<file path="config.mk">
export PLATFORM = sky130hd
export DESIGN_NAME = stack_alu_flat
export DESIGN_NICKNAME = d
export VERILOG_FILES = /design/src/verilog/lisp_pkg.sv /design/src/verilog/lisp_if.sv /design/src/verilog/stack_alu.sv /design/src/flat_wrapper.sv
export SDC_FILE = /design/constraint.sdc
export NUM_CORES = 1
export LEC_CHECK = 0
export BUFFER_PORTS_ARGS = -buffer_cell sky130_fd_sc_hd__buf_2
export CAP_MARGIN = 0
export CELL_PAD_IN_SITES_DETAIL_PLACEMENT = 0
export CELL_PAD_IN_SITES_GLOBAL_PLACEMENT = 2
export CORE_ASPECT_RATIO = 0.7
export CORE_UTILIZATION = 31
export DETAILED_ROUTE_END_ITERATION = 10
export GPL_TIMING_DRIVEN = 0
export PLACE_DENSITY = 0.84
export SETUP_SLACK_MARGIN = 0.1
export SYNTH_ARGS = -nofsm -noshare
export SYNTH_HDL_FRONTEND = slang
export SYNTH_SLANG_ARGS = --single-unit
</file>
<file path="constraint.sdc">
create_clock -name vclk -period 5.1
set_input_delay 0.255 -clock vclk [all_inputs]
set_output_delay 0.255 -clock vclk [all_outputs]
set_load 0.1 [all_outputs]
</file>
<file path="src/verilog/lisp_pkg.sv">
`default_nettype none

package lisp_pkg;

	// Memory and instruction words are 20 bits, data uses the low 16
	typedef logic [19:0] word_t;
	typedef logic [15:0] data_t;

	// Slot address: word address in the upper bits, slot number in the low two
	typedef logic [21:0] iptr_t;

	typedef enum logic [4:0] {
		OP_NOP      = 5'd0,
		OP_CALL     = 5'd1,
		OP_RETURN   = 5'd2,
		OP_POP      = 5'd3,
		OP_LOAD     = 5'd4,
		OP_STORE    = 5'd5,
		OP_ADD      = 5'd6,
		OP_SUB      = 5'd7,
		OP_GTR      = 5'd9,
		OP_GTE      = 5'd10,
		OP_EQ       = 5'd11,
		OP_NEQ      = 5'd12,
		OP_DUP      = 5'd13,
		OP_AND      = 5'd16,
		OP_OR       = 5'd17,
		OP_XOR      = 5'd18,
		OP_LSHIFT   = 5'd19,
		OP_RSHIFT   = 5'd20,
		OP_RESERVE  = 5'd24,
		OP_PUSH     = 5'd25,
		OP_GOTO     = 5'd26,
		OP_BFALSE   = 5'd27,
		OP_GETLOCAL = 5'd29,
		OP_SETLOCAL = 5'd30,
		OP_CLEANUP  = 5'd31
	} opcode_e;

	// Opcodes with these top bits take the rest of the word as a parameter
	localparam logic [1:0] PARAM_CLASS = 2'b11;

	typedef enum logic [3:0] {
		ST_FETCH     = 4'd0,
		ST_DECODE    = 4'd1,
		ST_GOT_NOS   = 4'd2,
		ST_LOAD_TOS  = 4'd3,
		ST_PUSH_MEM  = 4'd4,
		ST_GETLOCAL2 = 4'd5,
		ST_RETURN2   = 4'd6,
		ST_RETURN3   = 4'd7,
		ST_CALL2     = 4'd8
	} state_e;

	typedef enum logic [1:0] {SP_CUR, SP_DEC, SP_INC, SP_ALU} sp_sel_e;

	typedef enum logic [2:0] {TOS_CUR, TOS_RET, TOS_PARAM, TOS_ALU, TOS_MEM, TOS_REG} tos_sel_e;

	typedef enum logic [1:0] {OP0_TOS, OP0_SP, OP0_BP} op0_sel_e;

	typedef enum logic [1:0] {OP1_MEM, OP1_PARAM, OP1_ONE} op1_sel_e;

	typedef enum logic [2:0] {IP_HOLD, IP_SEQ, IP_BRANCH, IP_CALL, IP_RETURN} ip_sel_e;

	// Hardware register window sits at the top of the data address space
	localparam logic [8:0] IO_PREFIX  = 9'h1ff;
	localparam int         IO_INDEX_W = 7;

endpackage

`default_nettype wire
</file>
<file path="src/verilog/lisp_if.sv">
`default_nettype none


// Datapath selects driven by the FSM
interface dp_ctrl_if;
	import lisp_pkg::*;

	sp_sel_e  sp_sel;
	tos_sel_e tos_sel;
	op0_sel_e op0_sel;
	op1_sel_e op1_sel;
	opcode_e  alu_op;
	logic     bp_load;
	logic     ir_load;
	ip_sel_e  ip_next_sel;

	modport ctrl (
		output sp_sel, output tos_sel, output op0_sel, output op1_sel,
		output alu_op, output bp_load, output ir_load, output ip_next_sel
	);
	modport fetch (input ir_load, input ip_next_sel);
	modport alu (input op0_sel, input op1_sel, input alu_op);
	modport regs (input sp_sel, input tos_sel, input bp_load);
endinterface

`default_nettype wire

</file>
<file path="src/verilog/stack_alu.sv">
`default_nettype none

module stack_alu (
	dp_ctrl_if.alu          dp,
	input  lisp_pkg::word_t tos_i,
	input  lisp_pkg::data_t sp_i,
	input  lisp_pkg::data_t bp_i,
	input  lisp_pkg::data_t param_i,
	input  lisp_pkg::word_t rdata_i,
	output lisp_pkg::data_t alu_result_o
);
	import lisp_pkg::*;

	data_t op0;
	data_t op1;
	data_t diff;
	logic  zero;
	logic  neg;

	always_comb
	begin
		case (dp.op0_sel)
			OP0_TOS: op0 = tos_i[15:0];
			OP0_SP:  op0 = sp_i;
			OP0_BP:  op0 = bp_i;
			default: op0 = '0;
		endcase
		case (dp.op1_sel)
			OP1_MEM:   op1 = rdata_i[15:0];
			OP1_PARAM: op1 = param_i;
			OP1_ONE:   op1 = 16'd1;
			default:   op1 = '0;
		endcase
	end

	// Comparisons look at the sign and zero of the 16-bit difference
	assign diff = op0 - op1;
	assign zero = (diff == '0);
	assign neg  = diff[15];

	always_comb
	begin
		case (dp.alu_op)
			OP_ADD:    alu_result_o = op0 + op1;
			OP_SUB:    alu_result_o = diff;
			OP_GTR:    alu_result_o = {15'd0, !neg && !zero};
			OP_GTE:    alu_result_o = {15'd0, !neg};
			OP_EQ:     alu_result_o = {15'd0, zero};
			OP_NEQ:    alu_result_o = {15'd0, !zero};
			OP_AND:    alu_result_o = op0 & op1;
			OP_OR:     alu_result_o = op0 | op1;
			OP_XOR:    alu_result_o = op0 ^ op1;
			OP_LSHIFT: alu_result_o = op0 << op1;
			OP_RSHIFT: alu_result_o = op0 >> op1;
			default:   alu_result_o = '0;
		endcase
	end

endmodule

`default_nettype wire

</file>
<file path="src/flat_wrapper.sv">
// flat-port wrapper written by rule: the top's interface ports become plain ports
module stack_alu_flat import lisp_pkg::*;
  (tos_i, sp_i, bp_i, param_i, rdata_i, alu_result_o, dp_op0_sel, dp_op1_sel, dp_alu_op);
  dp_ctrl_if dp_i ();
  input  lisp_pkg::word_t tos_i;
  input  lisp_pkg::data_t sp_i;
  input  lisp_pkg::data_t bp_i;
  input  lisp_pkg::data_t param_i;
  input  lisp_pkg::word_t rdata_i;
  output lisp_pkg::data_t alu_result_o;
  input wire logic [$bits(dp_i.op0_sel)-1:0] dp_op0_sel;
  input wire logic [$bits(dp_i.op1_sel)-1:0] dp_op1_sel;
  input wire logic [$bits(dp_i.alu_op)-1:0] dp_alu_op;
  assign dp_i.op0_sel = dp_op0_sel;
  assign dp_i.op1_sel = dp_op1_sel;
  assign dp_i.alu_op = dp_alu_op;
  stack_alu u_core (.dp(dp_i), .tos_i(tos_i), .sp_i(sp_i), .bp_i(bp_i), .param_i(param_i), .rdata_i(rdata_i), .alu_result_o(alu_result_o));
endmodule
</file>
==> results.cfg <==
[cells_and_area]
final_layout_size_suffix_gt1_frac = 0.2195
layout.core_utilization = 0.3786
nClkBuffers = 0
antennaDiodeCount = 0
final-seq-area_sq_um = 0
fin_nets = 926
n_sequential_cell = 0
fill_cells = 1594
area_growth_syn_to_layout_pct = 17.13
layoutNonFillerInstCount = 969

[critical_path]
worst-endpoint-required_ns = 4.85
worstSetupEndpointType = output pin
type_of_the_worst_setup_path = input port to output pin
cp_max_fo = 11
critical_path.startpoint_type = input port
arrival_ns = 4.59

[worst_hold_path]
path_category_of_the_worst_min_delay_check = input port to output pin

[logic_synthesis]
yosys.area.top_type = sky130_fd_sc_hd__mux2i_1
netlist_top_cells_area = sky130_fd_sc_hd__mux2i_1 13%, sky130_fd_sc_hd__ha_1 13%, sky130_fd_sc_hd__a21oi_1 6.6%
synth.yosys.seq_area_share = 0
syn_area_per_cell_sq_um = 6.723
yosys.cell_types.count = 71
syn-cell-area_sq_um = 4572
syn_nets = 825
warnings_synthesis = 0
netlist.area_leader.share = 0.1314
postSynthCellCount = 680

[floorplan]
fp.dieH_um = 103.6
rows = 36
design.die.area_sq_um = 15250
core_region_area_sq_um = 14140
die_w_um = 147.2
ioPinCount = 113
start_util = 0.3232

[power_and_ir_drop]
internal_power_uw = 276.6
ir_drop_uv = 39.48
switchingPower_uw = 496.7
power_frac_seq = 0
pwr-share-clk = 0
power.density_cell_area_nw_per_um2 = 144.4
leakage_uw = 0.002441
swShare = 0.6423
comb_power_share = 1.000

[global_route]
global_route_wire_length_before_repair_um = 29710
grt_antenna_before_repair = 0
grt_util_all_layers = 0.2440
grt_pass1_vias = 5389
grt_start_max_net_pins = 21
congestion_overflow_gr = 0

[placement]
gp_congestion = 0.9515
number_of_placed_instances_with_taps_included = 970
post-dp-hpwl_um = 16540
io_buffer_count = 100

[sta]
clock.fmax_ghz = 0.2064
final-setup-viol-count = 0
max-slew-margin-rel = 0.4675
share_of_the_clock_period_used_by_the_worst_path = 0.9502
rsz0062_at_grt = yes
hold_violations = 0
worst-slew-pin-transition_ns = 0.7971
min_period_ns = 4.846
timing_max_transition_violations_final = 0

[detailed_routing]
ant_nets = 0
iteration_0_drc_count_of_the_detailed_router = 597
via_count = 5680
route.detailed.wl_per_inst_um = 19.93
drt_wl_total_um = 19310
first_pass_iters = 5
vias_per_cell = 5.862
route.detailed.drc = 0

[flow_run]
cap_viol_max_count = 0

[outcome]
outcome = finished clean

[clock_tree]
hold_buffers = 0
==> cell usage in the layout (no fill, tap or decap), types with 12 or more instances in the layout <==
cell / count
sky130_fd_sc_hd__ha_1: 46
sky130_fd_sc_hd__a21oi_1: 59
sky130_fd_sc_hd__mux2i_1: 60
sky130_fd_sc_hd__or2_2: 16
sky130_fd_sc_hd__a211oi_1: 16
sky130_fd_sc_hd__buf_2: 106
sky130_fd_sc_hd__clkbuf_1: 24
sky130_fd_sc_hd__nand3_1: 13
sky130_fd_sc_hd__o211ai_1: 12
sky130_fd_sc_hd__nor3_1: 17
sky130_fd_sc_hd__xnor2_1: 15
sky130_fd_sc_hd__nor2_1: 69
sky130_fd_sc_hd__o21ai_0: 45
sky130_fd_sc_hd__nand2_1: 47
sky130_fd_sc_hd__inv_1: 37
==> synth_stat cells, types with 8 or more instances <==
cell type and count:
sky130_fd_sc_hd__xnor2_1 15, sky130_fd_sc_hd__a2bb2oi_1 8, sky130_fd_sc_hd__a21o_1 8, sky130_fd_sc_hd__o22ai_1 10
sky130_fd_sc_hd__nor3_1 17, sky130_fd_sc_hd__or2_2 16, sky130_fd_sc_hd__nor2_1 69, sky130_fd_sc_hd__a21oi_1 60
sky130_fd_sc_hd__mux2i_1 60, sky130_fd_sc_hd__ha_1 46, sky130_fd_sc_hd__nand2_1 47, sky130_fd_sc_hd__a31oi_1 8
sky130_fd_sc_hd__mux2_2 10, sky130_fd_sc_hd__nand2b_1 10, sky130_fd_sc_hd__a211oi_1 16, sky130_fd_sc_hd__o211ai_1 12
sky130_fd_sc_hd__clkbuf_1 27, sky130_fd_sc_hd__inv_1 37, sky130_fd_sc_hd__buf_2 8, sky130_fd_sc_hd__buf_1 8
sky130_fd_sc_hd__nand3_1 13, sky130_fd_sc_hd__o21ai_0 46
==> what timing repair did <==
action | 4_1_cts | 5_1_grt
gates resized for setup | 7 | 5
setup buffers | 0 | 0
setup endpoints to repair | 5 | 2
==> layout make-up <==
type / count / area [sq um] / area share
Tap cell: 190 / 237.7 / 0.04439
Buffer: 49 / 235.2 / 0.04393
Timing Repair Buffer: 100 / 505.5 / 0.09439
Multi-Input combinational cell: 586 / 4209 / 0.7860
Inverter: 44 / 167.7 / 0.03131
==> metrics by stage <==
| step | setup TNS, ns | setup WS, ns | total power, uW | instance area, sq um | hold slack [ns] |
|---|---|---|---|---|---|
| 6_report | 0 | 0.2540 | 773.3 | 5355 | 1.249 |
| 5_1_grt | 0 | 0.04859 | 835.0 | 5355 | 1.275 |
| 4_1_cts | 0 | 0.1852 | 758.5 | 5344 | 1.244 |
| 3_5_place_dp | -1.232 | -0.6677 | 750.6 | 5318 | 1.297 |
| 3_3_place_gp | -1.270 | -0.6916 | 749.2 | 5318 | 1.306 |
| 2_1_floorplan | 0 | 0.1622 | 552.0 | 4579 | 1.149 |
==> worst max-delay path, cell delays in order <==
cell                        delay, ns
sky130_fd_sc_hd__buf_4           0.16
sky130_fd_sc_hd__mux2i_1         0.21
sky130_fd_sc_hd__or2_2           0.12
sky130_fd_sc_hd__clkbuf_1        0.27
sky130_fd_sc_hd__clkbuf_2        0.34
sky130_fd_sc_hd__buf_2           0.31
sky130_fd_sc_hd__ha_1            0.29
sky130_fd_sc_hd__buf_6           0.14
sky130_fd_sc_hd__inv_1           0.08
sky130_fd_sc_hd__o221ai_2        0.18
sky130_fd_sc_hd__a2111oi_4       0.49
sky130_fd_sc_hd__nor3_2          0.13
sky130_fd_sc_hd__xnor2_1         0.16
sky130_fd_sc_hd__nor4b_2         0.42
sky130_fd_sc_hd__nand4b_1        0.22
sky130_fd_sc_hd__o31a_1          0.29
sky130_fd_sc_hd__o211ai_2        0.18
sky130_fd_sc_hd__buf_4           0.32
==> metal layers <==
| metal | vias up | routed length [um] | global-route usage |
|---|---|---|---|
| met5 | - | 0 | 0 |
| met4 | 0 | 173 | 0.02135 |
| met3 | 10 | 1773 | 0.03744 |
| met2 | 274 | 7763 | 0.3615 |
| met1 | 2686 | 9600 | 0.3752 |
| li1 | 2710 | - | - |
==> cells by family (layout without fill, tap and decap cells) <==
family | Yosys count | count (layout) | synth area share
buffers and inverters | 94 | 193 | 0.08730
XOR/XNOR | 22 | 22 | 0.04215
AND/OR/NAND/NOR | 211 | 211 | 0.2255
adder cells (fa/ha/maj) | 48 | 48 | 0.1346
multiplexers | 70 | 70 | 0.1560
AO/OA/AOI/OAI | 235 | 235 | 0.3544
==> worst paths after layout <==
kind	from	cells after the start	end
setup / recovery	dp_op1_sel[0]	18	alu_result_o[0]
hold / removal	dp_alu_op[3]	6	alu_result_o[0]
==> power by group through the flow <==
stage          Clock [uW]  Combinational (uW)  Sequential [uW]
2_1_floorplan           0                 552                0
3_3_place_gp            0                 749                0
3_5_place_dp            0                 751                0
4_1_cts                 0                 758                0
5_1_grt                 0                 835                0
6_report                0                 773                0
Note: power is estimated with default switching activity, not from simulation.
