## src/verilog/lisp_pkg.sv

```systemverilog
`default_nettype none

package lisp_pkg;

	// Memory and instruction words are 20 bits, data uses the low 16
	typedef logic [19:0] word_t;
	typedef logic [15:0] data_t;

	// Slot address: word address in the upper bits, slot number in the low two
	typedef logic [21:0] iptr_t;

	typedef enum logic [4:0] {
		OP_NOP      = 5'd0,
		OP_CALL     = 5'd1,
		OP_RETURN   = 5'd2,
		OP_POP      = 5'd3,
		OP_LOAD     = 5'd4,
		OP_STORE    = 5'd5,
		OP_ADD      = 5'd6,
		OP_SUB      = 5'd7,
		OP_GTR      = 5'd9,
		OP_GTE      = 5'd10,
		OP_EQ       = 5'd11,
		OP_NEQ      = 5'd12,
		OP_DUP      = 5'd13,
		OP_AND      = 5'd16,
		OP_OR       = 5'd17,
		OP_XOR      = 5'd18,
		OP_LSHIFT   = 5'd19,
		OP_RSHIFT   = 5'd20,
		OP_RESERVE  = 5'd24,
		OP_PUSH     = 5'd25,
		OP_GOTO     = 5'd26,
		OP_BFALSE   = 5'd27,
		OP_GETLOCAL = 5'd29,
		OP_SETLOCAL = 5'd30,
		OP_CLEANUP  = 5'd31
	} opcode_e;

	// Opcodes with these top bits take the rest of the word as a parameter
	localparam logic [1:0] PARAM_CLASS = 2'b11;

	typedef enum logic [3:0] {
		ST_FETCH     = 4'd0,
		ST_DECODE    = 4'd1,
		ST_GOT_NOS   = 4'd2,
		ST_LOAD_TOS  = 4'd3,
		ST_PUSH_MEM  = 4'd4,
		ST_GETLOCAL2 = 4'd5,
		ST_RETURN2   = 4'd6,
		ST_RETURN3   = 4'd7,
		ST_CALL2     = 4'd8
	} state_e;

	typedef enum logic [1:0] {SP_CUR, SP_DEC, SP_INC, SP_ALU} sp_sel_e;

	typedef enum logic [2:0] {TOS_CUR, TOS_RET, TOS_PARAM, TOS_ALU, TOS_MEM, TOS_REG} tos_sel_e;

	typedef enum logic [1:0] {OP0_TOS, OP0_SP, OP0_BP} op0_sel_e;

	typedef enum logic [1:0] {OP1_MEM, OP1_PARAM, OP1_ONE} op1_sel_e;

	typedef enum logic [2:0] {IP_HOLD, IP_SEQ, IP_BRANCH, IP_CALL, IP_RETURN} ip_sel_e;

	// Hardware register window sits at the top of the data address space
	localparam logic [8:0] IO_PREFIX  = 9'h1ff;
	localparam int         IO_INDEX_W = 7;

endpackage

`default_nettype wire
```

## src/verilog/lisp_if.sv

```systemverilog
`default_nettype none


// Datapath selects driven by the FSM
interface dp_ctrl_if;
	import lisp_pkg::*;

	sp_sel_e  sp_sel;
	tos_sel_e tos_sel;
	op0_sel_e op0_sel;
	op1_sel_e op1_sel;
	opcode_e  alu_op;
	logic     bp_load;
	logic     ir_load;
	ip_sel_e  ip_next_sel;

	modport ctrl (
		output sp_sel, output tos_sel, output op0_sel, output op1_sel,
		output alu_op, output bp_load, output ir_load, output ip_next_sel
	);
	modport fetch (input ir_load, input ip_next_sel);
	modport alu (input op0_sel, input op1_sel, input alu_op);
	modport regs (input sp_sel, input tos_sel, input bp_load);
endinterface

`default_nettype wire

```

## src/verilog/stack_regs.sv

```systemverilog
`default_nettype none

module stack_regs #(
	parameter int MEM_SIZE = 8192
) (
	input  logic            clk,
	input  logic            rst_i,
	dp_ctrl_if.regs         dp,
	input  lisp_pkg::data_t alu_result_i,
	input  lisp_pkg::data_t param_i,
	input  lisp_pkg::iptr_t return_addr_i,
	input  lisp_pkg::word_t rdata_i,
	output lisp_pkg::word_t tos_o,
	output lisp_pkg::data_t sp_o,
	output lisp_pkg::data_t sp_next_o,
	output lisp_pkg::data_t bp_o
);
	import lisp_pkg::*;

	localparam data_t SP_RESET = data_t'(MEM_SIZE - 8);
	localparam data_t BP_RESET = data_t'(MEM_SIZE - 4);

	word_t tos_next;
	data_t bp_next;

	always_comb
	begin
		case (dp.sp_sel)
			SP_DEC:  sp_next_o = sp_o - 16'd1;
			SP_INC:  sp_next_o = sp_o + 16'd1;
			SP_ALU:  sp_next_o = alu_result_i;
			default: sp_next_o = sp_o;
		endcase
	end

	always_comb
	begin
		case (dp.tos_sel)
			TOS_RET:   tos_next = return_addr_i[19:0];
			TOS_PARAM: tos_next = {4'b0, param_i};
			TOS_ALU:   tos_next = {4'b0, alu_result_i};
			TOS_MEM:   tos_next = rdata_i;
			// Window registers are only 16 bits wide
			TOS_REG:   tos_next = {4'b0, rdata_i[15:0]};
			default:   tos_next = tos_o;
		endcase
	end

	// CALL links BP to the slot it pushes, RETURN restores it from memory
	always_comb
	begin
		if (!dp.bp_load)
			bp_next = bp_o;
		else if (dp.sp_sel == SP_DEC)
			bp_next = sp_next_o;
		else
			bp_next = rdata_i[15:0];
	end

	always_ff @(posedge clk)
	begin
		if (rst_i)
		begin
			tos_o <= '0;
			sp_o  <= SP_RESET;
			bp_o  <= BP_RESET;
		end
		else
		begin
			tos_o <= tos_next;
			sp_o  <= sp_next_o;
			bp_o  <= bp_next;
		end
	end

	// Stack grows down, so popping past the initial SP means unbalanced frames
	a_sp_bounded: assert property (@(posedge clk) disable iff (rst_i) sp_o <= SP_RESET);

endmodule

`default_nettype wire

```

## src/flat_wrapper.sv

```systemverilog
// flat-port wrapper written by rule: the top's interface ports become plain ports
module stack_regs_flat import lisp_pkg::*;
#(
	parameter int MEM_SIZE = 8192
)
  (clk, rst_i, alu_result_i, param_i, return_addr_i, rdata_i, tos_o, sp_o, sp_next_o, bp_o, dp_sp_sel, dp_tos_sel, dp_bp_load);
  dp_ctrl_if dp_i ();
  input  logic clk;
  input  logic rst_i;
  input  lisp_pkg::data_t alu_result_i;
  input  lisp_pkg::data_t param_i;
  input  lisp_pkg::iptr_t return_addr_i;
  input  lisp_pkg::word_t rdata_i;
  output lisp_pkg::word_t tos_o;
  output lisp_pkg::data_t sp_o;
  output lisp_pkg::data_t sp_next_o;
  output lisp_pkg::data_t bp_o;
  input wire logic [$bits(dp_i.sp_sel)-1:0] dp_sp_sel;
  input wire logic [$bits(dp_i.tos_sel)-1:0] dp_tos_sel;
  input wire logic [$bits(dp_i.bp_load)-1:0] dp_bp_load;
  assign dp_i.sp_sel = dp_sp_sel;
  assign dp_i.tos_sel = dp_tos_sel;
  assign dp_i.bp_load = dp_bp_load;
  stack_regs #(.MEM_SIZE(MEM_SIZE)) u_core (.clk(clk), .rst_i(rst_i), .dp(dp_i), .alu_result_i(alu_result_i), .param_i(param_i), .return_addr_i(return_addr_i), .rdata_i(rdata_i), .tos_o(tos_o), .sp_o(sp_o), .sp_next_o(sp_next_o), .bp_o(bp_o));
endmodule
```

## config.mk

```make
export PLATFORM = sky130hd
export DESIGN_NAME = stack_regs_flat
export DESIGN_NICKNAME = d
export VERILOG_FILES = /design/src/verilog/lisp_pkg.sv /design/src/verilog/lisp_if.sv /design/src/verilog/stack_regs.sv /design/src/flat_wrapper.sv
export SDC_FILE = /design/constraint.sdc
export NUM_CORES = 1
export LEC_CHECK = 0
export CAP_MARGIN = 10
export CORE_ASPECT_RATIO = 2
export CORE_MARGIN = 3
export CORE_UTILIZATION = 45
export CTS_CLUSTER_DIAMETER = 50
export DETAILED_ROUTE_END_ITERATION = 16
export DONT_BUFFER_PORTS = 1
export GPL_ROUTABILITY_DRIVEN = 1
export GPL_TIMING_DRIVEN = 0
export PLACE_DENSITY = 0.7
export SETUP_SLACK_MARGIN = 0.2
export SYNTH_ARGS = -nofsm -noshare
export SYNTH_HDL_FRONTEND = slang
export SYNTH_SLANG_ARGS = --single-unit
```

## constraint.sdc

```tcl
create_clock -name clk -period 3.3 [get_ports clk]
set_clock_uncertainty 0.2 [all_clocks]
set_input_delay 0.495 -clock clk [delete_from_list [all_inputs] [get_ports clk]]
set_output_delay 0.495 -clock clk [all_outputs]
set_load 0.01 [all_outputs]
```

==> results by group <==
Clocking
  • H-tree Lvls: 2
  • Post-CTS Hold Fix Bufs: 0
  • Total CTS buffers: 5
  • CTS tree: yes
  • # clock sinks: 52
  • Clock Path Buffers: 2
  • CTS root buf: clkbuf_16
  • Later-pin clock latency in the skew report: approximately 0.3 ns
  • Worst-path clk slew: around 0.07 ns

Floorplanning
  • # IOs: 150
  • Die Footprint: just over 0.009 mm²
  • Die Wd: between 60 and 70 µm
  • Rows: 45
  • Core Box Area: ~0.0077 mm²
  • DIE HEIGHT: between 100 and 150 µm
  • Starting Density: 47.2%

Final layout
  • Non-Filler Instances: 576
  • Syn-to-layout area delta: 22.9%
  • Design Area, Final: 0.00448 mm²
  • # diodes: 0
  • Share of cells above drive strength 1: 20.3%
  • # nets final: ~590

Timing
  • Final worst slack: -0.0697 ns
  • Slew @ Worst Pin: between 0.7 and 0.8 ns
  • Tmin final: around 3.4 ns
  • Max Slew Vio Count: 0
  • Hold slack: roughly 0.14 ns
  • Final worst path period share: 102%
  • Final hold vios: 0
  • F_max: roughly 300 MHz
  • Setup repair after global routing missed its margin: true
  • Final setup violation count: 3
  • Max-Slew Margin vs Limit: between 50 and 60%

GRT
  • Initial antenna violation count: 0
  • Largest net degree at the start of global routing: 16
  • First-pass GRT wire length: approximately 21000 µm
  • Tot GR Track Use: roughly 29%
  • Vias in the first global route: ~3.9k
  • Remaining global-route overflow: 0

Critical path
  • Arr. time, crit path: about 2.7 ns
  • Most numerous cell on the critical path: ha_4
  • CP required: between 2 and 3 ns
  • Slowest CP cell: or3_4
  • Crit path buf inv count: 5
  • Critical Path End Type: output port
  • CP top delay family: compound AO/OA/AOI/OAI gates
  • WS Path Type: in -> out
  • Critical path fanouts, max: 6
  • Crit path largest cell delay: between 0.3 and 0.4 ns
  • Ordered cell list for the critical path: clkinv_16 > ha_4 > clkinvlp_4 > buf_12 > ha_4 > buf_6 > a41o_1 > a221oi_4 > o21ai_2 > or3_4 > a31oi_4 > inv_2
  • Startpoint Class: input port

Power and ir drop
  • Power per cell area: 507 mW/mm²
  • Pleak: about 1.7 nW
  • Worst vdd ir: around 0.42 mV

Routing
  • DRC: 0
  • Drt wl/cell: between 20 and 25 µm
  • First-pass DRT Iterations: 4
  • ANT nets after route: 0
  • Routed via count: roughly 3.8k
  • Via/cell ratio: 6.67
  • Iter 0 DRT Violations: around 230
  • Total Wirelength: between 10000 and 15000 µm

Hold path
  • HP Class: in -> reg

Synthesis
  • Avg Cell Area, Syn: between 7 and 8 µm²
  • Syn_nets: approximately 560
  • Seq cells post-synth: 52
  • Synth cell types: just under 60
  • EDFF count, synth: 0
  • Post-synthesis cell area: approximately 0.0036 mm²
  • Top FF cell, synth: dfxtp_1
  • Synth Instances: roughly 460
  • Sequential-to-total area share from yosys stat: between 20% and 30%
  • Synthesis Warnings: 0
  • Post-synth ARST share: 0%

Outcome
  • Failing checks: setup timing
  • Status: complete, but fails checks

Placement
  • Final Wtd Congestion: just over 0.9
  • Placed wire-length estimate: around 11000 µm
  • Placed Cells incl. Taps: between 500 and 600
  • Setup Slack @ Placement: -0.585 ns
  • Count of input and output buffers: 0
  • Post-place instance area: roughly 0.0039 mm²

Job
  • Total of max-cap violations: 0
[cell usage in the layout (no fill, tap or decap), types with 4 or more instances in the layout]
cell and n:
dfxtp_1 52, nor2_1 42, a21oi_1 37, clkbuf_1 25, nand2_1 24, a211oi_1 19
inv_1 17, mux2_2 16, o22ai_1 16, o221ai_1 16, o21ai_0 14, buf_4 13
ha_1 12, and3_1 9, ha_4 9, o21a_1 7, nor3_1 7, nand2b_1 6
clkbuf_16 6, nor2b_1 5, mux2i_1 5, buf_1 5, a31oi_1 5, buf_6 4
a21o_1 4, nand4_1 4, a221oi_1 4, nand3_1 4, or3_1 4, or2_2 4
[area by class of cell]
class,count,area [µm²]
well taps,94,118
clock inverters,2,35.0
inverters,22,115
clock buffers,6,129
fillers,698,3240
plain buffers,36,175
repair buffers,17,174
multi-input cells,347,2690
flip-flops and latches,52,1040
[layer usage]
metal | wire length (µm) | GRT usage (%)
met5 | 0 | 0
met4 | 831 | 18.4
met3 | 970 | 6.50
met2 | 7430 | 53.4
met1 | 4550 | 27.7
[where the power goes]
part | switching (W) | total, W | internal (W)
sequential | 0.000107 | 0.000802 | 0.000694
combinational | 0.000493 | 0.000876 | 0.000384
clock | 0.000235 | 0.000592 | 0.000357
[synth_stat cells (3+ instances only)]
library cell,number,area [µm²]
a211oi_1,20,150
inv_1,22,82.6
a211o_1,3,26.3
nand2b_1,6,37.5
and3_1,9,56.3
buf_1,5,18.8
xor2_1,3,26.3
o221ai_1,16,140
or2_2,4,25.0
nand2_1,27,101
nor2_1,46,173
a31oi_1,6,37.5
xnor2_1,3,26.3
o22ai_1,16,100
clkbuf_1,26,97.6
a21oi_1,39,195
o21ai_0,16,80.1
nor4_1,4,25.0
a221o_1,3,30.0
nor3_1,7,35.0
buf_2,3,15.0
o21a_1,7,52.6
or3_1,5,31.3
nor2b_1,5,31.3
mux2_2,17,191
nand3_1,7,35.0
and2_1,4,25.0
nand4_1,4,25.0
dfxtp_1,52,1040
a221oi_1,5,43.8
mux2i_1,6,60.1
o21ai_1,4,20.0
a21o_1,5,37.5
ha_1,21,263
[path summary, 6_finish.rpt]
path                                 startpoint               to  slack, ns  cells after the start
worst min register to register  u_core.tos_o[1]  u_core.tos_o[1]       0.34                      2
worst max-delay path               dp_sp_sel[0]    sp_next_o[14]      -0.07                     12
worst min-delay path                rdata_i[15]  u_core.bp_o[15]       0.14                      2
worst max register to register   u_core.sp_o[1]  u_core.bp_o[13]       0.48                      8
[sequential cells by signal, indices dropped and copies added, names as in the netlist]
name,cells
u_core.tos_o,20
u_core.sp_o,16
u_core.bp_o,16
[through the flow]
step | util (%) | TNS (ns) | total power [W]
2_1_floorplan | - | -0.133 | 0.00133
3_3_place_gp | 50.2 | -4.39 | 0.00148
3_5_place_dp | 50.2 | -4.61 | 0.00149
4_1_cts | 55.7 | -0.0483 | 0.00219
5_1_grt | 58.0 | -0.594 | 0.00239
6_report | 58.0 | -0.108 | 0.00227
[repair_timing]
item / CTS / global route
gates resized for setup: 38 / 21
buffers inserted: 8 / 8
cloned: 0 / 1
setup endpoints to repair: 19 / 12
pin swaps: 11 / 10
[worst reg2reg max path, stage by stage (launching register included)]
cell and delay, ns:
dfxtp_1 0.50, ha_4 0.25, a211o_1 0.29, and3b_2 0.28, o31ai_4 0.38, mux2i_2 0.32, buf_4 0.16, a21oi_1 0.06
a311o_1 0.28
[logic make-up after synthesis]
logic type | after synthesis | share of synthesized area, %
buffers and inverters | 58 | 6.49
adders and majority gates | 22 | 7.77
DFF | 52 | 28.6
xor gates and xnor gates | 6 | 1.44
and+or+nand+nor | 131 | 17.1
muxes | 23 | 6.91
AOI/OAI and AO/OA | 165 | 31.7
Note: power is estimated with default switching activity, not from simulation.
