--- config.mk ---
export PLATFORM = sky130hd
export DESIGN_NAME = fetch_unit_flat
export DESIGN_NICKNAME = d
export VERILOG_FILES = /design/src/verilog/lisp_pkg.sv /design/src/verilog/lisp_if.sv /design/src/verilog/fetch_unit.sv /design/src/flat_wrapper.sv
export SDC_FILE = /design/constraint.sdc
export NUM_CORES = 1
export LEC_CHECK = 0
export BUFFER_PORTS_ARGS = -buffer_cell sky130_fd_sc_hd__buf_2
export CAP_MARGIN = 20
export CORE_ASPECT_RATIO = 0.7
export CORE_MARGIN = 2
export CORE_UTILIZATION = 47
export CTS_BUF_LIST = sky130_fd_sc_hd__clkbuf_8
export DETAILED_ROUTE_END_ITERATION = 16
export HOLD_SLACK_MARGIN = 0.05
export PLACE_DENSITY_LB_ADDON = 0.12
export RECOVER_POWER = 50
export SETUP_SLACK_MARGIN = 0.4
export SLEW_MARGIN = 10
export SYNTH_ARGS = -nofsm -noshare
export SYNTH_HDL_FRONTEND = slang
export SYNTH_SLANG_ARGS = --single-unit
--- constraint.sdc ---
create_clock -name clk -period 5.3 [get_ports clk]
set_input_delay 0.53 -clock clk [delete_from_list [all_inputs] [get_ports clk]]
set_output_delay 0.53 -clock clk [all_outputs]
set_load 0.05 [all_outputs]
--- src/verilog/lisp_pkg.sv ---
`default_nettype none

package lisp_pkg;

	// Memory and instruction words are 20 bits, data uses the low 16
	typedef logic [19:0] word_t;
	typedef logic [15:0] data_t;

	// Slot address: word address in the upper bits, slot number in the low two
	typedef logic [21:0] iptr_t;

	typedef enum logic [4:0] {
		OP_NOP      = 5'd0,
		OP_CALL     = 5'd1,
		OP_RETURN   = 5'd2,
		OP_POP      = 5'd3,
		OP_LOAD     = 5'd4,
		OP_STORE    = 5'd5,
		OP_ADD      = 5'd6,
		OP_SUB      = 5'd7,
		OP_GTR      = 5'd9,
		OP_GTE      = 5'd10,
		OP_EQ       = 5'd11,
		OP_NEQ      = 5'd12,
		OP_DUP      = 5'd13,
		OP_AND      = 5'd16,
		OP_OR       = 5'd17,
		OP_XOR      = 5'd18,
		OP_LSHIFT   = 5'd19,
		OP_RSHIFT   = 5'd20,
		OP_RESERVE  = 5'd24,
		OP_PUSH     = 5'd25,
		OP_GOTO     = 5'd26,
		OP_BFALSE   = 5'd27,
		OP_GETLOCAL = 5'd29,
		OP_SETLOCAL = 5'd30,
		OP_CLEANUP  = 5'd31
	} opcode_e;

	// Opcodes with these top bits take the rest of the word as a parameter
	localparam logic [1:0] PARAM_CLASS = 2'b11;

	typedef enum logic [3:0] {
		ST_FETCH     = 4'd0,
		ST_DECODE    = 4'd1,
		ST_GOT_NOS   = 4'd2,
		ST_LOAD_TOS  = 4'd3,
		ST_PUSH_MEM  = 4'd4,
		ST_GETLOCAL2 = 4'd5,
		ST_RETURN2   = 4'd6,
		ST_RETURN3   = 4'd7,
		ST_CALL2     = 4'd8
	} state_e;

	typedef enum logic [1:0] {SP_CUR, SP_DEC, SP_INC, SP_ALU} sp_sel_e;

	typedef enum logic [2:0] {TOS_CUR, TOS_RET, TOS_PARAM, TOS_ALU, TOS_MEM, TOS_REG} tos_sel_e;

	typedef enum logic [1:0] {OP0_TOS, OP0_SP, OP0_BP} op0_sel_e;

	typedef enum logic [1:0] {OP1_MEM, OP1_PARAM, OP1_ONE} op1_sel_e;

	typedef enum logic [2:0] {IP_HOLD, IP_SEQ, IP_BRANCH, IP_CALL, IP_RETURN} ip_sel_e;

	// Hardware register window sits at the top of the data address space
	localparam logic [8:0] IO_PREFIX  = 9'h1ff;
	localparam int         IO_INDEX_W = 7;

endpackage

`default_nettype wire
--- src/verilog/lisp_if.sv ---
`default_nettype none


// Datapath selects driven by the FSM
interface dp_ctrl_if;
	import lisp_pkg::*;

	sp_sel_e  sp_sel;
	tos_sel_e tos_sel;
	op0_sel_e op0_sel;
	op1_sel_e op1_sel;
	opcode_e  alu_op;
	logic     bp_load;
	logic     ir_load;
	ip_sel_e  ip_next_sel;

	modport ctrl (
		output sp_sel, output tos_sel, output op0_sel, output op1_sel,
		output alu_op, output bp_load, output ir_load, output ip_next_sel
	);
	modport fetch (input ir_load, input ip_next_sel);
	modport alu (input op0_sel, input op1_sel, input alu_op);
	modport regs (input sp_sel, input tos_sel, input bp_load);
endinterface

`default_nettype wire

--- src/verilog/fetch_unit.sv ---
`default_nettype none

module fetch_unit (
	input  logic              clk,
	input  logic              rst_i,
	dp_ctrl_if.fetch          dp,
	input  lisp_pkg::word_t   rdata_i,
	input  lisp_pkg::word_t   tos_i,
	input  logic              in_decode_i,
	output lisp_pkg::opcode_e opcode_o,
	output lisp_pkg::data_t   param_o,
	output lisp_pkg::data_t   fetch_addr_o,
	output lisp_pkg::iptr_t   return_addr_o
);
	import lisp_pkg::*;

	iptr_t      ip;
	iptr_t      ip_next;
	iptr_t      word_base;
	iptr_t      seq_addr;
	iptr_t      branch_addr;
	word_t      ir;
	word_t      cur_word;
	logic [4:0] slot_opc;
	logic [4:0] prev_opc;

	// The word arrives on rdata during decode and is latched for later states
	assign cur_word = in_decode_i ? rdata_i : ir;

	always_comb
	begin
		case (ip[1:0])
			2'd0:
			begin
				slot_opc = cur_word[19:15];
				param_o  = {cur_word[14], cur_word[14:0]};
				prev_opc = 5'd0;
			end
			2'd1:
			begin
				slot_opc = cur_word[14:10];
				param_o  = {{6{cur_word[9]}}, cur_word[9:0]};
				prev_opc = cur_word[19:15];
			end
			2'd2:
			begin
				slot_opc = cur_word[9:5];
				param_o  = {{11{cur_word[4]}}, cur_word[4:0]};
				prev_opc = cur_word[14:10];
			end
			default:
			begin
				slot_opc = cur_word[4:0];
				param_o  = '0;
				prev_opc = cur_word[9:5];
			end
		endcase
	end

	assign opcode_o = opcode_e'(slot_opc);

	assign word_base     = {ip[21:2], 2'b00};
	assign return_addr_o = word_base + 22'd4;
	// A parameter consumes the rest of the word
	assign seq_addr      = (slot_opc[4:3] == PARAM_CLASS) ? return_addr_o : ip + 22'd1;
	assign branch_addr   = word_base + {{4{param_o[15]}}, param_o, 2'b00};

	always_comb
	begin
		case (dp.ip_next_sel)
			IP_SEQ:    ip_next = seq_addr;
			IP_BRANCH: ip_next = branch_addr;
			IP_CALL:   ip_next = {4'b0, tos_i[15:0], 2'b00};
			IP_RETURN: ip_next = {2'b00, rdata_i};
			default:   ip_next = ip;
		endcase
	end

	assign fetch_addr_o = ip_next[17:2];

	always_ff @(posedge clk)
	begin
		if (rst_i)
		begin
			// One slot before word 0, so the first fetch lands on slot 0
			ip <= '1;
			ir <= '0;
		end
		else
		begin
			ip <= ip_next;
			if (dp.ir_load)
				ir <= rdata_i;
		end
	end

	// Slots behind a parameter opcode are operand bits, never instructions
	a_no_slot_after_param: assert property (@(posedge clk) disable iff (rst_i)
		in_decode_i && ip[1:0] != 2'd0 |-> prev_opc[4:3] != PARAM_CLASS);

endmodule

`default_nettype wire

--- src/flat_wrapper.sv ---
// flat-port wrapper written by rule: the top's interface ports become plain ports
module fetch_unit_flat import lisp_pkg::*;
  (clk, rst_i, rdata_i, tos_i, in_decode_i, opcode_o, param_o, fetch_addr_o, return_addr_o, dp_ir_load, dp_ip_next_sel);
  dp_ctrl_if dp_i ();
  input  logic clk;
  input  logic rst_i;
  input  lisp_pkg::word_t rdata_i;
  input  lisp_pkg::word_t tos_i;
  input  logic in_decode_i;
  output lisp_pkg::opcode_e opcode_o;
  output lisp_pkg::data_t param_o;
  output lisp_pkg::data_t fetch_addr_o;
  output lisp_pkg::iptr_t return_addr_o;
  input wire logic [$bits(dp_i.ir_load)-1:0] dp_ir_load;
  input wire logic [$bits(dp_i.ip_next_sel)-1:0] dp_ip_next_sel;
  assign dp_i.ir_load = dp_ir_load;
  assign dp_i.ip_next_sel = dp_ip_next_sel;
  fetch_unit u_core (.clk(clk), .rst_i(rst_i), .dp(dp_i), .rdata_i(rdata_i), .tos_i(tos_i), .in_decode_i(in_decode_i), .opcode_o(opcode_o), .param_o(param_o), .fetch_addr_o(fetch_addr_o), .return_addr_o(return_addr_o));
endmodule
==> results.md, run 1 <==
- CTS resizes: 0
- Worst Hold Slack: roughly 0.48 ns
- Die width: approximately 120 µm
- Worst IR Drop VDD: 226.0 µV
- Rel. slew slack: 1.066%
- Hold_buf cts: 0
- Library cells used by synthesis: 79
- Fin. Hold Viols: 0
- Setup violations, final: 0
- Average cell area after synthesis: approximately 7.5 µm²
- P_int: about 0.75 mW
- Setup Buffers After CTS: 0
- Synth Instances: approximately 610
- I/O pin count: roughly 110
- Max cap viols: 0
- Final wirelength: 16,930 µm
- Maximum clock rate: between 200 and 250 MHz
- First-pass GRT wire length: about 25,000 µm
- Top cell type's share of synthesized area: roughly 18%
- Sequential power share: between 20% and 30%
- Crit path capture type: output port
- Vias in the first global route: 4,468
- Leakage: roughly 2.2 nW
- Reg2reg setup slack: 1.45 ns
- Pwr dens: between 300 and 400 nW/µm²
- Hold/Removal Path Class: input pin to flip-flop
- Critical Path Fanout Max: 6
- Tot GR Track Use: a little under a third
- Global route overflow: 0
- Wire per inst: roughly 21 µm
- RSZ-0062 raised after global routing: false
- Root buf cell: clkbuf_8
- Clock Skew: 0.01590 ns
- Antenna Nets Post-Route: 0
- Comb pwr share: between 60% and 70%
- Max-slew violation count: 0
- Synthesis Warnings: 0
- Synth area leaders: dfxtp_1 18%, ha_1 6.5%, mux2i_1 6.5%
- Via density: ~6.2
- Req. time, crit path: about 4.8 ns
- DP HPWL: between 10,000 and 15,000 µm
- Final nets: 740
- Post-synthesis sequential area ratio: 18.32%
- Switching Share: between 50% and 60%
- Flop and latch count out of synthesis: 42
- Initial DRC count: 564
- Design area: between 5000 and 6000 µm²
- Clock Sinks: 42
- Asr flop ratio synth: 0%
- Post-place setup slack: 0.7062 ns
- Core footprint: approximately 9600 µm²
- Initial antenna violation count: 0
- Die H: just under 90 µm
- Syn Std Cell Area: between 4000 and 5000 µm²
- Final GP Congestion: 0.9339
- I/O Buffers: 99
- Layout overhead on the synthesized area: 10.28%
- # DRC: 0
- Setup ws final: between 0.5 and 0.6 ns
- Post-synth top area cell: dfxtp_1
- Post-synth EDFFs: 0
- Row cnt: 30
- Largest net degree at the start of global routing: 33
- Startpoint types: flip-flop
- Outcome: completed
- Clock Path Buffers: 2
- Fin crit period: between 4 and 5 ns
- Crit path DAT: 4.18 ns
- Final worst path period share: 88.92%
- Dpl cell area: 5006 µm²
- CP Class: flip-flop to output port
- Clock network fraction of design power: 14.5%
- Clock transition at the registers of the reported paths: 0.08 ns
- Die ar.: 10,580 µm²
- DRT Pass-1 Iters: 6
- Most numerous cell in the Yosys netlist: nor2_1
- Vias: 4,959
- H-Tree Depth: 2
- Post-route setup TNS: 0 ns
- Starting Density: approximately 48%
- Most frequent cells after synthesis: 65 x nor2_1, 55 x nand2_1, 52 x a21oi_1, 42 x dfxtp_1, 30 x mux2i_1
- Layout cells sized above 1: a little under a fifth
- Most used DFF post-synth: dfxtp_1
- Switching pwr: 0.8950 mW
- Number of diodes: 0
- Worst-Margin Slew: approximately 1.5 ns
- Skew-Pair Late Insertion Delay: approximately 0.32 ns
- CTS tree: built
- TritonCTS Buffers: 5
[power by group through the flow]
stage          Clock [mW]  Sequential [mW]  Combinational (mW)
2_1_floorplan           0            0.373               0.812
3_3_place_gp            0            0.396               0.994
3_5_place_dp            0            0.397                1.00
4_1_cts             0.243            0.390                1.01
5_1_grt             0.255            0.396                1.08
6_report            0.238            0.393                1.02
[final timing paths]
| path | from | endpoint | cells after the start |
|---|---|---|---|
| max | u_core.ip[1] | fetch_addr_o[6] | 15 |
| min | rdata_i[1] | u_core.ip[1] | 3 |
| max reg2reg | u_core.ip[1] | u_core.ip[16] | 14 |
| min reg2reg | u_core.ir[19] | u_core.ir[19] | 2 |
[per-stage QoR]
step	util, %	power, mW	std cells
2_1_floorplan	-	1.185	610
3_3_place_gp	52.10	1.390	789
3_5_place_dp	52.10	1.397	789
4_1_cts	53.09	1.638	797
5_1_grt	52.67	1.732	797
6_report	52.67	1.647	797
[layout by cell type (no fill, tap or decap), types with 4 or more instances in the layout]
cell and instances:
a21o_1 6, a21oi_1 51, a21oi_2 4, a221oi_1 5, a31oi_1 7, a32oi_1 4
and2_1 5, and3_1 9, buf_2 77, buf_4 9, clkbuf_1 23, clkbuf_8 6
dfxtp_1 41, ha_1 24, inv_1 15, mux2_2 13, mux2i_1 30, nand2_1 55
nand2b_1 12, nand3_1 15, nand4_1 14, nor2_1 65, nor3_1 5, nor4_1 7
o211ai_1 7, o21ai_0 26, o21ai_1 4, o22a_1 4, o22ai_1 9, or2_1 4
xnor2_1 28, xor2_1 15
[cells by family after synthesis]
group,synth area share [%]
other,0.08171
adders and majority gates,7.197
buffers and inverters,8.151
DFF,18.32
AOI/OAI and AO/OA,25.08
xor gates and xnor gates,8.206
muxes,11.12
and+or+nand+nor,21.84
[area by class of cell]
cell class	instances	area, µm²
multi-input combinational	495	3368
inverter	15	56.30
tap	128	160.2
fill	997	4548
timing repair buffer	109	539.3
clock buffer	6	82.58
clock inverter	2	12.51
sequential	42	842.1
[state kept, by name, indices dropped and copies added, names as in the netlist]
register	cells
u_core.ir	20
u_core.ip	22
[worst max-delay path, cell delays in order, from the launching register on]
cell and delay (ns):
dfxtp_1 0.43, inv_1 0.09, ha_1 0.19, or2_0 0.41, o21bai_4 0.26, nor2_1 0.10
ha_1 0.25, fa_1 0.48, a21oi_2 0.21, o221ai_1 0.14, xor2_1 0.17, a21oi_1 0.44
a21oi_1 0.15, o2bb2ai_1 0.27, inv_1 0.07, buf_2 0.21
[layer usage]
layer / track usage (%) / share of wire (%) / up-vias
li1: - / - / 2312
met1: 47.69 / 48 / 2363
met2: 45.51 / 41 / 271
met3: 7.171 / 10 / 13
met4: 5.434 / 0.95 / 0
met5: 0 / 0 / -
(Power assumes the default switching activity.)
==> run 2, diff against run 1 <==
Clock period 5.3 ns to 3.95 ns, I/O delays scaled along.
==> run 2 against run 1 <==
Hold slack lost 0.14 ns. Clock-buffer cell count is the same. Critical path type unchanged. Critical endpoint is now fetch_addr_o[14]. Final area grew 16%. Routed wire length grew 0.62%.
==> results.md, run 2 (synthesis results as in run 1) <==
- Clock transition at the registers of the reported paths: 0.09 ns (was 0.08 ns)
- DP HPWL: 12,830 µm (was 13,190 µm)
- Clock Skew: 0.007346 ns (was 0.01590 ns)
- Root buf cell: clkbuf_8 (unchanged)
- Post-route setup TNS: 0 ns (unchanged)
- Maximum clock rate: about 260 MHz
- Comb pwr share: 63.8% (was 61.7%)
- Vias in the first global route: 4,889 (was 4,468)
- Global route overflow: 0 (unchanged)
- H-Tree Depth: 2 (unchanged)
- Starting Density: 47.76% (unchanged)
- CTS tree: built (unchanged)
- Sequential power share: 21.2% (was 23.9%)
- Leakage: 2.471 nW (was 2.214 nW)
- Reg2reg path depth: 15 (was 14)
- RSZ-0062 raised after global routing: true (was false)
- Fillers: 922 (was 997)
- Final GP Congestion: 0.9285 (was 0.9339)
- CP Class: flip-flop to output port (unchanged)
- Crit path capture type: output port (unchanged)
- Crit path DAT: 3.40 ns (was 4.18 ns)
- Initial antenna violation count: 0 (unchanged)
- Fin crit period: between 3 and 4 ns
- Setup violations, final: 0 (unchanged)
- # DRC: 0 (unchanged)
- Switching Share: 51.12% (was 54.33%)
- Pwr dens: 429.0 nW/µm² (was 325.5 nW/µm²)
- Vias: 5,164 (was 4,959)
- Number of diodes: 0 (unchanged)
- Outcome: completed (unchanged)
- Max-slew violation count: 0 (unchanged)
- Startpoint types: flip-flop (unchanged)
- Final nets: 772 (was 740)
- Hold/Removal Path Class: input pin to flip-flop (unchanged)
- TritonCTS Buffers: 5 (unchanged)
- Tot GR Track Use: 32.08% (was 31.45%)
- Pwr Total: 2.521 mW (was 1.647 mW)
- Die ar.: 10,580 µm² (unchanged)
- Skew-Pair Late Insertion Delay: 0.31 ns (was 0.32 ns)
- Clock Path Buffers: 2 (unchanged)
- Die H: 86.68 µm (unchanged)
- P_int: 1.233 mW (was 0.7523 mW)
- Commonest cells after routing, fill and taps aside: 59 x nor2_1, 59 x buf_2, 55 x nand2_1 (was 77 x buf_2, 65 x nor2_1, 55 x nand2_1)
- Hold_buf cts: 0 (unchanged)
- First-pass GRT wire length: 26,140 µm (was 25,210 µm)
- Wire per inst: 20.54 µm (was 21.24 µm)
- WHS Endpoint: u_core.ip[1] (unchanged)
- Met1 WL: 7873 µm (was 8148 µm)
- Worst-Margin Slew: 1.432 ns (was 1.484 ns)
- Hold path start: rdata_i[1] (unchanged)
- Layout overhead on the synthesized area: 28.08% (was 10.28%)
- Final wirelength: 17,030 µm (was 16,930 µm)
- Final worst path period share: a little over nine tenths
- Initial DRC count: 582 (was 564)
- Hold Crit Depth: 3 (unchanged)
- Critical R2R Launch: u_core.ip[0] (was u_core.ip[1])
- Rel. slew slack: 4.563% (was 1.066%)
- Antenna Nets Post-Route: 0 (unchanged)
- Metal2 WL: 7228 µm (was 6892 µm)
- I/O pin count: 106 (unchanged)
- Largest register FFs: 22 (unchanged)
- Reg2reg setup slack: 0.67 ns (was 1.45 ns)
- Via density: 6.229 (was 6.222)
- Die width: 122.1 µm (unchanged)
- Largest Register: u_core.ip (unchanged)
- Req. time, crit path: 3.56 ns (was 4.77 ns)
- R2R Path End: u_core.ip[18] (was u_core.ip[16])
- Met3 Wirelength: 1632 µm (was 1724 µm)
- Layout cells sized above 1: 31.81% (was 18.98%)
- Fin. Hold Viols: 0 (unchanged)
- Top routing layer used: met4 (unchanged)
- Max cap viols: 0 (unchanged)
- Clock Sinks: 42 (unchanged)
- Critical Path Fanout Max: 3 (was 6)
- I/O Buffers: 99 (unchanged)
- Largest net degree at the start of global routing: 33 (unchanged)
- Switching pwr: 1.289 mW (was 0.8950 mW)
- Largest registers: u_core.ip x22, u_core.ir x20 (unchanged)
- Row cnt: 30 (unchanged)
- Core footprint: 9609 µm² (unchanged)
- Clock network fraction of design power: 15.0% (was 14.5%)
- Worst IR Drop VDD: 299.9 µV (was 226.0 µV)
- DRT Pass-1 Iters: 6 (unchanged)
-- run 2: cell count changes in the layout (fill, tap and decap cells not counted), sizes merged --
cell,previous run,this run
clkinv,1,0
clkinvlp,1,0
clkbuf,29,33
bufinv,0,1
buf,86,114
inv,15,16
-- run 2: power by group through the flow --
stage / combinational, mW / clock [mW] / sequential [mW]
floorplan: 1.13 / 0 / 0.503
global placement: 1.38 / 0 / 0.535
detailed placement: 1.39 / 0 / 0.538
CTS: 1.54 / 0.383 / 0.529
global route: 1.71 / 0.399 / 0.538
finish: 1.61 / 0.378 / 0.534
-- run 2: layout make-up --
class / count / area (µm²) / share of cell area (%)
multi-input cells: 495 / 3812 / 64.86
well taps: 128 / 160.2 / 2.725
repair buffers: 141 / 879.6 / 14.96
clock buffers: 6 / 82.58 / 1.405
flip-flops and latches: 42 / 848.3 / 14.43
clock inverters: 2 / 33.78 / 0.5747
inverters: 15 / 61.31 / 1.043
-- run 2: what timing repair did --
| item | in CTS | in global routing |
|---|---|---|
| gates cloned | 0 | 0 |
| endpoints found under the setup margin | 15 | 15 |
| setup buffers | 18 | 2 |
| pin swaps | 33 | 13 |
| resized for setup | 58 | 29 |
-- run 2: routing by layer --
metal,GRT usage [%],vias to the layer above
met2,49.16,302
met3,5.395,31
li1,-,2381
met4,7.941,0
met5,0,-
met1,46.73,2450
-- run 2: how the worst max path moves through the flow --
stage,start,to,slack (ns),depth (start not counted)
global route,u_core.ip[1],fetch_addr_o[12],0.06,15
CTS,u_core.ip[0],fetch_addr_o[14],0.20,16
global placement,u_core.ip[1],fetch_addr_o[13],0.27,13
floorplan,u_core.ip[1],fetch_addr_o[10],0.27,17
detailed placement,u_core.ip[1],fetch_addr_o[13],0.19,13
finish,u_core.ip[0],fetch_addr_o[14],0.15,16
-- run 2: critical path: stages, from the launching register on --
cell and delay, ns:
dfxtp_4 0.38, inv_4 0.04, ha_4 0.14, or2_4 0.26, o21bai_4 0.18, nor2_4 0.06
ha_4 0.17, fa_2 0.42, a21oi_2 0.18, o211ai_1 0.15, buf_4 0.19, a21oi_4 0.13
buf_4 0.13, o21ai_2 0.06, xor2_1 0.24, a32o_2 0.19, buf_6 0.16
-- run 2: stage by stage --
| step | std cells | setup slack (ns) | utilization, % | hold WS [ns] | instance area [µm²] |
|---|---|---|---|---|---|
| 2_1_floorplan | 610 | 0.2680 | - | 0.4527 | 4785 |
| 3_3_place_gp | 801 | 0.2691 | 54.73 | 0.4695 | 5259 |
| 3_5_place_dp | 801 | 0.1917 | 54.73 | 0.4828 | 5259 |
| 4_1_cts | 827 | 0.2028 | 60.46 | 0.3376 | 5809 |
| 5_1_grt | 829 | 0.06062 | 61.17 | 0.3613 | 5878 |
| 6_report | 829 | 0.1529 | 61.17 | 0.3420 | 5878 |
